==> config.mk <==
export PLATFORM = sky130hd
export DESIGN_NAME = ifu_top
export DESIGN_NICKNAME = d
export VERILOG_FILES = /design/src/hw/ifu_pkg.sv /design/src/hw/ifu_align_queue.sv /design/src/hw/ifu_fetch_fsm.sv /design/src/hw/ifu_top.sv /design/src/hw/ifu_txn_counter.sv
export SDC_FILE = /design/constraint.sdc
export NUM_CORES = 1
export LEC_CHECK = 0
export BUFFER_PORTS_ARGS = -buffer_cell sky130_fd_sc_hd__buf_2
export CAP_MARGIN = 20
export CELL_PAD_IN_SITES_DETAIL_PLACEMENT = 0
export CELL_PAD_IN_SITES_GLOBAL_PLACEMENT = 1
export CORE_MARGIN = 2
export CORE_UTILIZATION = 40
export DETAILED_ROUTE_END_ITERATION = 6
export PLACE_DENSITY = 0.76
export SLEW_MARGIN = 10
export SYNTH_ARGS = -nofsm -noshare
export SYNTH_HDL_FRONTEND = slang
export SYNTH_SLANG_ARGS = --single-unit
==> constraint.sdc <==
create_clock -name clk -period 7 [get_ports clk]
set_input_delay 1.4 -clock clk [delete_from_list [all_inputs] [get_ports clk]]
set_output_delay 1.4 -clock clk [all_outputs]
set_load 0.01 [all_outputs]
==> src/hw/ifu_pkg.sv <==
// ----------------------------------------------------------
// Instruction fetch unit sizes, enums and bus structs
// Memory word union with RVI and halfword views
// ----------------------------------------------------------

package ifu_pkg;

    // ------------------------------------------------------------
    // Sizes
    // ------------------------------------------------------------
    localparam int xlen        = 32;
    localparam int txn_cnt_w   = 3;                            // Up to 7 reads in flight
    localparam int q_size_half = 4;                            // Queue depth in halfwords
    localparam int q_ptr_w     = $clog2(q_size_half) + 1;      // Extra wrap bit
    localparam int q_free_w    = $clog2(q_size_half / 2 + 1);  // Free words 0..2

    // ------------------------------------------------------------
    // Encodings
    // ------------------------------------------------------------
    typedef enum logic {
        fsm_idle,
        fsm_fetch
    } fsm_state_e;

    typedef enum logic [1:0] {
        mem_resp_notrdy,
        mem_resp_rdy_ok,
        mem_resp_rdy_er
    } mem_resp_e;

    // One memory word, seen as a whole RVI or as two halfwords
    typedef union packed {
        logic [xlen-1:0] rvi;
        struct packed {
            logic [xlen/2-1:0] hi;
            logic [xlen/2-1:0] lo;
        } half;
    } imem_word_u;

    // ------------------------------------------------------------
    // Bus bundles
    // ------------------------------------------------------------
    typedef struct packed {
        logic            req;
        logic [xlen-1:0] addr;   // Always word aligned
    } imem_req_s;

    typedef struct packed {
        mem_resp_e  resp;
        imem_word_u rdata;
    } imem_rsp_s;

    typedef struct packed {
        logic            req;
        logic [xlen-1:0] pc;     // Halfword aligned target
    } new_pc_s;

    typedef struct packed {
        logic ok;
        logic er;
    } resp_evt_s;

    typedef struct packed {
        logic            vd;
        logic            imem_err;
        logic            err_rvi_hi;  // Fault only on the upper RVI half
        logic [xlen-1:0] instr;
    } idu_out_s;

endpackage

==> src/hw/ifu_align_queue.sv <==
// ----------------------------------------------------------
// Response classification, halfword queue and
// instruction assembly for the decode stage
// ----------------------------------------------------------

module ifu_align_queue (
    input  logic                          clk,
    input  logic                          rst_n,
    input  ifu_pkg::new_pc_s              new_pc,
    input  logic                          stop_fetch,
    input  ifu_pkg::resp_evt_s            resp_evt,
    input  ifu_pkg::imem_word_u           rdata,
    input  logic                          idu_rdy,
    output ifu_pkg::idu_out_s             idu,
    output logic [ifu_pkg::q_free_w-1:0]  q_free_words
);

    typedef logic [ifu_pkg::q_ptr_w-1:0]  ptr_t;
    typedef logic [ifu_pkg::q_ptr_w-2:0]  adr_t;
    typedef logic [ifu_pkg::xlen/2-1:0]   half_t;

    logic  flush;
    logic  resp_vd;
    logic  unaligned;        // Next kept word starts at its upper half
    logic  we_hi;
    logic  we_full;
    logic  re_half;
    logic  re_word;
    logic  q_empty;
    ptr_t  rptr;
    ptr_t  wptr;
    ptr_t  rptr_next;
    ptr_t  wptr_next;
    ptr_t  wptr_inc;
    ptr_t  rptr_inc;
    ptr_t  ocpd;
    ptr_t  free_h;
    half_t q_data [ifu_pkg::q_size_half];
    logic  q_err  [ifu_pkg::q_size_half];
    half_t head_data;
    half_t next_data;
    logic  head_err;
    logic  next_err;
    logic  head_rvi;

    assign flush   = new_pc.req | stop_fetch;
    assign resp_vd = resp_evt.ok | resp_evt.er;

    // ------------------------------------------------------------
    // Classification of kept words
    // ------------------------------------------------------------
    // Unaligned start skips the lower half; a fault stores the whole word
    assign we_hi   = resp_evt.ok & unaligned;
    assign we_full = resp_evt.er | (resp_evt.ok & ~unaligned);

    always_ff @(posedge clk, negedge rst_n) begin
        if (~rst_n) begin
            unaligned <= 1'b0;
        end else if (new_pc.req) begin
            unaligned <= new_pc.pc[1];
        end else if (resp_vd) begin
            unaligned <= 1'b0;
        end
    end

    // ------------------------------------------------------------
    // Halfword queue
    // ------------------------------------------------------------
    assign q_empty   = (rptr == wptr);
    assign ocpd      = wptr - rptr;
    assign wptr_inc  = wptr + 1'b1;
    assign rptr_inc  = rptr + 1'b1;
    assign wptr_next = wptr + (we_full ? ptr_t'(2) : ptr_t'(we_hi));
    assign rptr_next = rptr + (re_word ? ptr_t'(2) : ptr_t'(re_half));

    // Free space seen by the request logic, after this cycle's read
    assign free_h       = ptr_t'(ifu_pkg::q_size_half) - (wptr - rptr_next);
    assign q_free_words = free_h[ifu_pkg::q_ptr_w-1:1];

    always_ff @(posedge clk, negedge rst_n) begin
        if (~rst_n) begin
            rptr <= '0;
            wptr <= '0;
        end else if (flush) begin
            rptr <= '0;
            wptr <= '0;
        end else begin
            rptr <= rptr_next;
            wptr <= wptr_next;
        end
    end

    always_ff @(posedge clk) begin
        if (~flush) begin
            if (we_full) begin
                q_data[adr_t'(wptr)]     <= rdata.half.lo;
                q_err[adr_t'(wptr)]      <= resp_evt.er;
                q_data[adr_t'(wptr_inc)] <= rdata.half.hi;
                q_err[adr_t'(wptr_inc)]  <= resp_evt.er;
            end else if (we_hi) begin
                q_data[adr_t'(wptr)]     <= rdata.half.hi;
                q_err[adr_t'(wptr)]      <= 1'b0;
            end
        end
    end

    // ------------------------------------------------------------
    // Decode side
    // ------------------------------------------------------------
    assign head_data = q_data[adr_t'(rptr)];
    assign next_data = q_data[adr_t'(rptr_inc)];
    assign head_err  = q_err[adr_t'(rptr)];
    assign next_err  = q_err[adr_t'(rptr_inc)];
    assign head_rvi  = &head_data[1:0];

    // A faulty head leaves as a single halfword
    assign re_half = idu.vd & idu_rdy & (~head_rvi | head_err);
    assign re_word = idu.vd & idu_rdy & head_rvi & ~head_err;

    always_comb begin
        idu       = '0;
        idu.instr = head_rvi ? {next_data, head_data}
                             : {{(ifu_pkg::xlen/2){1'b0}}, head_data};
        if (~q_empty) begin
            if (ocpd == ptr_t'(1)) begin
                idu.vd       = ~head_rvi | head_err;   // Lone RVI half waits
                idu.imem_err = head_err;
            end else begin
                idu.vd         = 1'b1;
                idu.imem_err   = head_err | (head_rvi & next_err);
                idu.err_rvi_hi = ~head_err & head_rvi & next_err;
            end
        end
    end

endmodule

==> src/hw/ifu_fetch_fsm.sv <==
// ----------------------------------------------------------
// Fetch state machine, fetch address register and
// instruction memory request generation
// ----------------------------------------------------------

module ifu_fetch_fsm (
    input  logic                           clk,
    input  logic                           rst_n,
    input  ifu_pkg::new_pc_s               new_pc,
    input  logic                           stop_fetch,
    input  logic                           imem_req_ack,
    input  ifu_pkg::resp_evt_s             resp_evt,
    input  logic                           txn_full,
    input  logic [ifu_pkg::txn_cnt_w-1:0]  vd_pending,
    input  logic [ifu_pkg::q_free_w-1:0]   q_free_words,
    output ifu_pkg::imem_req_s             imem,
    output logic                           txn_issue,
    output logic                           ifu_busy
);

    typedef logic [ifu_pkg::txn_cnt_w-1:0] cnt_t;
    typedef logic [ifu_pkg::xlen-1:2]      waddr_t;

    ifu_pkg::fsm_state_e state;
    waddr_t              addr_r;     // Next word to fetch
    waddr_t              addr_base;
    logic                room;

    // ------------------------------------------------------------
    // Request generation
    // ------------------------------------------------------------
    // Only ask when the queue can still take every word in flight
    assign room = cnt_t'(q_free_words) > vd_pending;

    assign addr_base = new_pc.req ? new_pc.pc[ifu_pkg::xlen-1:2] : addr_r;

    assign imem.req  = (new_pc.req & ~txn_full & ~stop_fetch)
                     | ((state == ifu_pkg::fsm_fetch) & ~txn_full & room);
    assign imem.addr = {addr_base, 2'b00};

    assign txn_issue = imem.req & imem_req_ack;

    always_ff @(posedge clk) begin
        if (txn_issue) begin
            addr_r <= addr_base + 1'b1;                     // Step past the accepted word
        end else if (new_pc.req) begin
            addr_r <= new_pc.pc[ifu_pkg::xlen-1:2];         // Hold target until accepted
        end
    end

    // ------------------------------------------------------------
    // Idle / fetch control
    // ------------------------------------------------------------
    always_ff @(posedge clk, negedge rst_n) begin
        if (~rst_n) begin
            state <= ifu_pkg::fsm_idle;
        end else begin
            case (state)
                ifu_pkg::fsm_idle: begin
                    if (new_pc.req & ~stop_fetch) begin
                        state <= ifu_pkg::fsm_fetch;
                    end
                end
                ifu_pkg::fsm_fetch: begin
                    // A kept error ends the stream unless a redirect arrives with it
                    if (stop_fetch | (resp_evt.er & ~new_pc.req)) begin
                        state <= ifu_pkg::fsm_idle;
                    end
                end
                default: begin
                    state <= ifu_pkg::fsm_idle;
                end
            endcase
        end
    end

    assign ifu_busy = (state == ifu_pkg::fsm_fetch);

endmodule

==> src/hw/ifu_top.sv <==
// ----------------------------------------------------------
// Instruction fetch unit top level
// ----------------------------------------------------------

module ifu_top (
    input  logic                 clk,
    input  logic                 rst_n,
    input  ifu_pkg::new_pc_s     new_pc,
    input  logic                 stop_fetch,
    input  logic                 imem_req_ack,
    input  ifu_pkg::imem_rsp_s   imem_rsp,
    output ifu_pkg::imem_req_s   imem,
    input  logic                 idu_rdy,
    output ifu_pkg::idu_out_s    idu,
    output logic                 ifu_busy
);

    logic                          txn_issue;
    logic                          txn_full;
    logic [ifu_pkg::txn_cnt_w-1:0] vd_pending;
    logic [ifu_pkg::q_free_w-1:0]  q_free_words;
    ifu_pkg::resp_evt_s            resp_evt;

    ifu_fetch_fsm u_fetch_fsm (
        .clk          (clk),
        .rst_n        (rst_n),
        .new_pc       (new_pc),
        .stop_fetch   (stop_fetch),
        .imem_req_ack (imem_req_ack),
        .resp_evt     (resp_evt),
        .txn_full     (txn_full),
        .vd_pending   (vd_pending),
        .q_free_words (q_free_words),
        .imem         (imem),
        .txn_issue    (txn_issue),
        .ifu_busy     (ifu_busy)
    );

    ifu_txn_counter u_txn_counter (
        .clk        (clk),
        .rst_n      (rst_n),
        .new_pc_req (new_pc.req),
        .txn_issue  (txn_issue),
        .imem_resp  (imem_rsp.resp),
        .resp_evt   (resp_evt),
        .vd_pending (vd_pending),
        .txn_full   (txn_full)
    );

    ifu_align_queue u_align_queue (
        .clk          (clk),
        .rst_n        (rst_n),
        .new_pc       (new_pc),
        .stop_fetch   (stop_fetch),
        .resp_evt     (resp_evt),
        .rdata        (imem_rsp.rdata),
        .idu_rdy      (idu_rdy),
        .idu          (idu),
        .q_free_words (q_free_words)
    );

endmodule

==> src/hw/ifu_txn_counter.sv <==
// ----------------------------------------------------------
// Outstanding read counter, discard counter and
// response filter
// ----------------------------------------------------------

module ifu_txn_counter (
    input  logic                           clk,
    input  logic                           rst_n,
    input  logic                           new_pc_req,
    input  logic                           txn_issue,
    input  ifu_pkg::mem_resp_e             imem_resp,
    output ifu_pkg::resp_evt_s             resp_evt,
    output logic [ifu_pkg::txn_cnt_w-1:0]  vd_pending,
    output logic                           txn_full
);

    typedef logic [ifu_pkg::txn_cnt_w-1:0] cnt_t;

    cnt_t pend;          // Reads sent, not yet answered
    cnt_t pend_new;
    cnt_t disc_cnt;      // Answers still to be dropped
    cnt_t disc_new;
    logic rsp_ok;
    logic rsp_er;
    logic rsp_any;
    logic discard;

    assign rsp_ok  = (imem_resp == ifu_pkg::mem_resp_rdy_ok);
    assign rsp_er  = (imem_resp == ifu_pkg::mem_resp_rdy_er);
    assign rsp_any = rsp_ok | rsp_er;
    assign discard = |disc_cnt;

    // ------------------------------------------------------------
    // Pending reads
    // ------------------------------------------------------------
    assign pend_new = pend + cnt_t'(txn_issue) - cnt_t'(rsp_any);

    always_ff @(posedge clk, negedge rst_n) begin
        if (~rst_n) begin
            pend <= '0;
        end else if (txn_issue ^ rsp_any) begin
            pend <= pend_new;
        end
    end

    assign txn_full = &pend;

    // ------------------------------------------------------------
    // Discard count
    // ------------------------------------------------------------
    always_comb begin
        if (new_pc_req) begin
            disc_new = pend_new - cnt_t'(txn_issue);   // A read issued now is for the new PC
        end else if (rsp_er & ~discard) begin
            disc_new = pend_new;                       // Drop everything after a fault
        end else begin
            disc_new = disc_cnt - 1'b1;
        end
    end

    always_ff @(posedge clk, negedge rst_n) begin
        if (~rst_n) begin
            disc_cnt <= '0;
        end else if (new_pc_req | (rsp_er & ~discard) | (rsp_any & discard)) begin
            disc_cnt <= disc_new;
        end
    end

    assign vd_pending  = pend - disc_cnt;
    assign resp_evt.ok = rsp_ok & ~discard;
    assign resp_evt.er = rsp_er & ~discard;

endmodule

# Word level (Yosys, flattened, before mapping)
# Memories as Yosys holds them, arrays and structs flattened.
# Index checks and enable logic that the tools add are counted.
# totals
reg_bits	44
ram_bits	68
out_inout_bits	69
mem_count	2
# classes
addsub	13
n_lt_le_gt_ge	1
n_eq_ne	4
n_mux	26
n_bitwise	40
reduce_logical	4
# memory_table
memory	words	width	read_ports	rd_clocked_by_memory_dff	wr	line_no	text
u_align_queue.q_data	4	16	2	0	2	ifu_align_queue.sv:38	half_t q_data [ifu_pkg::q_size_half];
u_align_queue.q_err	4	1	2	0	2	ifu_align_queue.sv:39	logic q_err [ifu_pkg::q_size_half];
# op_table
cell	n
30-bit 2-to-1 mux	2
32-bit 2-to-1 mux	1
30-bit by 1-bit adder with 30-bit output, second input constant	1
1-bit AND	19
16-bit 2-to-1 mux	1
3-bit 2-to-1 mux	5
1-bit 2-to-1 mux	13
1-bit OR	12
3-bit subtractor	3
1-bit inverter	8
3-bit by 2-bit adder with 3-bit output	2
2-bit 2-to-1 mux	3
3-bit by 1-bit subtractor with 3-bit output	2
2-bit by 1-bit adder with 2-bit output, second input constant	2
3-bit by 1-bit adder with 3-bit output	1
3-bit by 1-bit == test with 1-bit output, second input constant	1
3-bit == test	1
2-bit by 3-bit greater-than comparator with 1-bit output	1
3-bit AND reduction	1
3-bit OR reduction	1
3-bit by 1-bit subtractor with 3-bit output, second input constant	1
3-bit subtractor, first input constant	1
2-bit by 1-bit == test with 1-bit output, second input constant	1
2-bit == test, second input constant	1
other kinds (4)	4

# Longest topological paths before layout
# An unclocked memory read counts as a cell.
# logic_depth
ltp_word	21
mapped_depth	28
depth_no_buf	25

# Cells and area by module
# Synthesis repeated with hierarchy kept, for this count alone.
# unflattened
cells_unflattened	584
hier_area_um2	7155.6
# by_module_without_submodules
mod	n_inst	cells_each	area_per_inst_um2	seq_area_each_um2
ifu_align_queue	1	292	4505.6	2217.1
ifu_fetch_fsm	1	229	2028.2	625.6
ifu_txn_counter	1	63	621.8	150.1

# Worst setup path after synthesis
# OpenSTA, ideal clock, no wires.
# synth_path
path_kind	reg2reg
from	register u_align_queue.rptr[1]
to	register u_txn_counter.disc_cnt[2]
arrival_ps	5760
required_time_ps	6862
path_slack_ps	1102
stages_incl_launch_ff	28
n_path_buf	3
cell_sequence	dfrtp_1 buf_2 clkbuf_1 buf_1 inv_1 ha_1 and3_1 nand2b_1 nor3_1 fa_1 ha_1 ha_1 xnor2_1 xnor2_1 xnor2_1 ha_1 nor2b_1 o211a_1 o211ai_4 inv_4 ha_1 inv_1 fa_1 xor2_1 xor2_1 a311o_1 a21oi_1 a21oi_1
# synth_via
elab_chain_cells	21
word_cells_on_any_way	28
# synth_lines
element	line_no	text
from (decl)	ifu_align_queue.sv:30	ptr_t rptr;
from (signal assigned)	ifu_align_queue.sv:88	rptr <= rptr_next;
memory read 4 x 16 bit	--	
2-bit AND reduction	ifu_align_queue.sv:114	assign head_rvi = &head_data[1:0];
1-bit inverter	ifu_align_queue.sv:117, ifu_align_queue.sv:126	
1-bit OR	ifu_align_queue.sv:117, ifu_align_queue.sv:126	
2-bit 2-to-1 mux	ifu_align_queue.sv:125	if (ocpd == ptr_t'(1)) begin
3-bit 2-to-1 mux	ifu_align_queue.sv:124	if (~q_empty) begin
1-bit AND	ifu_align_queue.sv:117, ifu_align_queue.sv:118	
1-bit AND (2 in a row)	ifu_align_queue.sv:118	assign re_word = idu.vd & idu_rdy & head_rvi & ~head_err;
[4 not listed]	--	
2-bit by 3-bit greater-than comparator with 1-bit output (*)	ifu_fetch_fsm.sv:33	assign room = cnt_t'(q_free_words) > vd_pending;
1-bit AND (*)	ifu_fetch_fsm.sv:38	| ((state == ifu_pkg::fsm_fetch) & ~txn_full & room);
1-bit OR (*)	ifu_fetch_fsm.sv:38	
1-bit AND (*)	ifu_fetch_fsm.sv:41	assign txn_issue = imem.req & imem_req_ack;
3-bit by 1-bit adder with 3-bit output	ifu_txn_counter.sv:36	assign pend_new = pend + cnt_t'(txn_issue) - cnt_t'(rsp_any);
3-bit by 1-bit subtractor with 3-bit output	ifu_txn_counter.sv:36	
3-bit by 1-bit subtractor with 3-bit output / 3-bit 2-to-1 mux (equally long branches)	ifu_txn_counter.sv:53, ifu_txn_counter.sv:54	
3-bit 2-to-1 mux (*)	ifu_txn_counter.sv:52	if (new_pc_req) begin
to (signal assigned)	ifu_txn_counter.sv:65	disc_cnt <= disc_new;
to (decl)	ifu_txn_counter.sv:21	cnt_t disc_cnt;
# Mark *: on every way between the ends. The rest lies on a longest branch, timed or not.
# A chain may end at the register's enable or synchronous reset.

==> implementation parameters <==
Parameter                              Value

Timing
  Finish-stage setup viols    0
  Number of slew-limit violations in the final report    0
  Number of hold violations in the final report    0
  Share of the clock period used by the worst path after layout    0.891
  Final Skew    0.00837 ns
  Transition time of the tightest slew-check pin    1.04 ns
  Min Clock Period, post-route    6.24 ns
  Slew margin rel.    0.309
  Final setup TNS    0 ns
  RSZ-0062 raised after global routing    false
  Timing-limited maximum frequency    160 MHz
  Post-layout worst setup margin    0.765 ns

Worst setup path
  Critical path's top delay family    adder cells
  Critical path peak fanout    8
  Levels on crit path    17
  Worst Reg-to-Reg Cells    25
  Worst stage delay on the critical path    between 0.5 and 0.6 ns
  Worst setup EP type    primary output
  Classification of the worst setup path    reg2out
  Slowest stage cell, crit path    sky130_fd_sc_hd__fa_1
  Worst path bufs/invs    2
  Required time of the worst setup path    about 5.6 ns
  Arrival time at the worst endpoint    4.84 ns
  Cell Chain, Critical Path    inv_1 -> ha_1 -> fa_1 -> xnor2_1 -> nor3b_1 -> nor3_1 -> fa_1 -> ha_1 -> ha_1 -> xnor2_1 -> xnor2_1 -> xnor2_1 -> ha_1 -> nor2b_1 -> o211a_1 -> o211a_1 -> buf_2
  Nature of the critical path startpoint    flop

Yosys
  Proportion of register bits with asynchronous set or reset after synthesis    0.125
  Number of standard cells after synthesis    roughly 580
  Total of warnings raised by yosys    0
  Fraction of post-synthesis cell area in the top cell type by area    0.285
  Dominant register cell in the synthesized netlist    sky130_fd_sc_hd__edfxtp_1
  Synth Register Bits    roughly 110
  Synth Area per Inst    approximately 12 um2
  Portion of the post-synthesis area used by sequential elements    0.417
  Leading cell types by total area after synthesis    sky130_fd_sc_hd__edfxtp_1, sky130_fd_sc_hd__mux2_2, sky130_fd_sc_hd__mux4_2
  EDFF count, synth    68
  Biggest area consumer among synthesized cells    sky130_fd_sc_hd__edfxtp_1
  Most frequently used cell type in the post-synthesis netlist    sky130_fd_sc_hd__mux2_2
  Distinct cells, synth    62
  Mapped cell area    ~7200 um2
  Commonest cells in the synthesized netlist    sky130_fd_sc_hd__mux2_2, sky130_fd_sc_hd__edfxtp_1, sky130_fd_sc_hd__nand2_1

Layout
  Net total in the final layout    800
  Count of filler cells inserted in the layout    approximately 1600
  Area Overhead vs Synth    16.6%
  Filler-free cell count of the finished design    936
  Fraction of layout cells with a size suffix above 1    0.445

Floorplanning
  Height of the die    138 um
  Row count    48
  Area of the die    about 19000 um2
  Initial core utilization    0.412
  Core Box Area    around 17000 um2
  Die Wd    138 um
  Count of pins on the block boundary    141

Route
  Post-detailed-route DRC marker count    0
  Total wire length    17100 um
  Total vias in the final route    5047
  Routed WL per cell    18.3 um
  Iteration-0 DRC count of the detailed router    218
  First-pass DRT Iterations    4
  Antenna-violating nets left    0
  Via density per instance    5.39

Power and ir drop
  Leak pwr    about 3.3 nW
  Maximum vdd drop    0.136 mV
  PwrDens    219 nW/um2

Global route
  Antenna violations before repair    2
  Wire length of the first global-routing pass    approximately 27000 um
  Vias in the first global route    5280
  Global-route usage over all layers    0.190
  Total congestion overflow    0
  Maximum number of pins on one net before global-route repair    between 50 and 60

CTS
  Root buffer cell    sky130_fd_sc_hd__clkbuf_16
  Num CTS Buffers    9
  Hold-fix buffers, CTS    0
  Clock latency on the worst-skew pair    ~0.35 ns
  CTS tree    built
  Post-CTS Resized    0
  Buffers inserted by post-CTS timing repair    0
  Clock transition time at the flip-flop clock pins of the worst setup and hold paths    0.07 ns
  CTS H-tree lvls    3
  Max Root-Sink Buffers    2
  Sinks on Clock Net    112

Place
  Placer Congestion    0.858
  Post-DP HPWL    around 13000 um
  Port-buffer cells    137
  Placed instance count    918
  Worst-case setup slack after placement    about 1 ns

Min path
  Tightest Hold Check Type    reg2reg
  Cell count of the worst hold path    1

Status
  Status    finished clean

Flow run
  Maxcap violations    0
## state kept, by name (all words and copies together) (netlist names)
register and flops:
u_align_queue.rptr 3, u_align_queue.q_data 64, u_fetch_fsm.addr_r 30, u_align_queue.wptr 3, u_txn_counter.disc_cnt 3, u_txn_counter.pend 3
u_align_queue.q_err 4, u_align_queue.unaligned 1, u_fetch_fsm.ifu_busy 1
## cell families (layout without fill, tap and decap cells)
group	count (synthesis)	count (layout)	share of synthesized area
fa+ha+maj	23	23	0.0454
xor+xnor	41	41	0.0520
compound gates	48	48	0.0558
buf+inv	64	197	0.0473
other cells	1	3	0.000523
flops	112	112	0.417
simple gates	157	157	0.132
mux	130	130	0.249
## power breakdown
group / internal (W) / switching (W)
combinational: 0.000245 / 0.000308
sequential: 0.000755 / 0.0000377
clock: 0.000246 / 0.000242
## layout by cell type (no fill, tap or decap), types with 7 or more instances in the layout
cell type / n
sky130_fd_sc_hd__buf_2: 137
sky130_fd_sc_hd__mux2_2: 88
sky130_fd_sc_hd__edfxtp_1: 68
sky130_fd_sc_hd__nand2_1: 38
sky130_fd_sc_hd__inv_1: 31
sky130_fd_sc_hd__mux4_2: 30
sky130_fd_sc_hd__dfxtp_1: 30
sky130_fd_sc_hd__nand3_1: 24
sky130_fd_sc_hd__xor2_1: 22
sky130_fd_sc_hd__xnor2_1: 18
sky130_fd_sc_hd__ha_1: 18
sky130_fd_sc_hd__and3_1: 17
sky130_fd_sc_hd__mux2i_1: 12
sky130_fd_sc_hd__nor3_1: 12
sky130_fd_sc_hd__dfrtp_1: 12
sky130_fd_sc_hd__nor2_1: 10
sky130_fd_sc_hd__o21ai_0: 10
sky130_fd_sc_hd__a21oi_1: 9
sky130_fd_sc_hd__nor4_2: 9
sky130_fd_sc_hd__clkbuf_16: 9
sky130_fd_sc_hd__nand3b_1: 7
sky130_fd_sc_hd__nand4_1: 7
sky130_fd_sc_hd__buf_4: 7
## stage by stage
stage	utilization	total power [W]	hold WS, ns	area, um2
floorplan	-	0.00121	0.501	7170
global placement	0.459	0.00134	0.533	8000
detailed placement	0.463	0.00136	0.544	8060
CTS	0.479	0.00186	0.556	8340
global route	0.480	0.00196	0.580	8360
finish	0.480	0.00183	0.560	8360
## layout make-up
| type | instances | area (um2) | share of cell area |
|---|---|---|---|
| Clock inverter | 5 | 38.8 | 0.00464 |
| Antenna cell | 1 | 2.50 | 0.000299 |
| Timing Repair Buffer | 149 | 827 | 0.0990 |
| Tap cell | 225 | 282 | 0.0337 |
| Clock buffer | 11 | 233 | 0.0278 |
| Multi-Input combinational cell | 401 | 3860 | 0.462 |
| Sequential cell | 112 | 3000 | 0.358 |
| Inverter | 32 | 123 | 0.0147 |
## routing by layer
layer,wire length [um],global-route usage,up-vias,part of all wire
met1,7060,0.221,2447,0.41
met3,1250,0.0523,20,0.073
li1,-,-,2414,-
met4,229,0.0454,0,0.013
met2,8590,0.345,166,0.50
met5,0,0,-,0
## worst register-to-register path, stage by stage, from the launching register on
cell,delay [ns]
sky130_fd_sc_hd__dfrtp_1,0.50
sky130_fd_sc_hd__inv_1,0.13
sky130_fd_sc_hd__ha_1,0.22
sky130_fd_sc_hd__fa_1,0.37
sky130_fd_sc_hd__xnor2_1,0.14
sky130_fd_sc_hd__nor3b_1,0.45
sky130_fd_sc_hd__nor3_1,0.14
sky130_fd_sc_hd__fa_1,0.51
sky130_fd_sc_hd__ha_1,0.30
sky130_fd_sc_hd__ha_1,0.21
sky130_fd_sc_hd__xnor2_1,0.19
sky130_fd_sc_hd__xnor2_1,0.15
sky130_fd_sc_hd__xnor2_1,0.09
sky130_fd_sc_hd__ha_1,0.29
sky130_fd_sc_hd__nor2b_1,0.13
sky130_fd_sc_hd__o211a_1,0.26
sky130_fd_sc_hd__o211ai_4,0.11
sky130_fd_sc_hd__inv_4,0.13
sky130_fd_sc_hd__ha_1,0.19
sky130_fd_sc_hd__inv_1,0.06
sky130_fd_sc_hd__fa_1,0.37
sky130_fd_sc_hd__xor2_1,0.25
sky130_fd_sc_hd__xor2_1,0.15
sky130_fd_sc_hd__a311o_1,0.37
sky130_fd_sc_hd__a21oi_1,0.13
sky130_fd_sc_hd__a21oi_1,0.06
## path summary, 6_finish.rpt
path	slack [ns]	endpoint	from
worst max-delay path	0.76	imem[32]	u_align_queue.wptr[0]
worst min-delay path	0.56	u_txn_counter.pend[0]	u_txn_counter.pend[0]
worst max register to register	1.00	u_txn_counter.disc_cnt[2]	u_align_queue.wptr[0]
worst min register to register	0.56	u_txn_counter.pend[0]	u_txn_counter.pend[0]
max in group asynchronous	5.78	u_align_queue.rptr[0]	rst_n
min in group asynchronous	0.94	u_align_queue.unaligned	rst_n
Power figures use the tool's default switching activity.
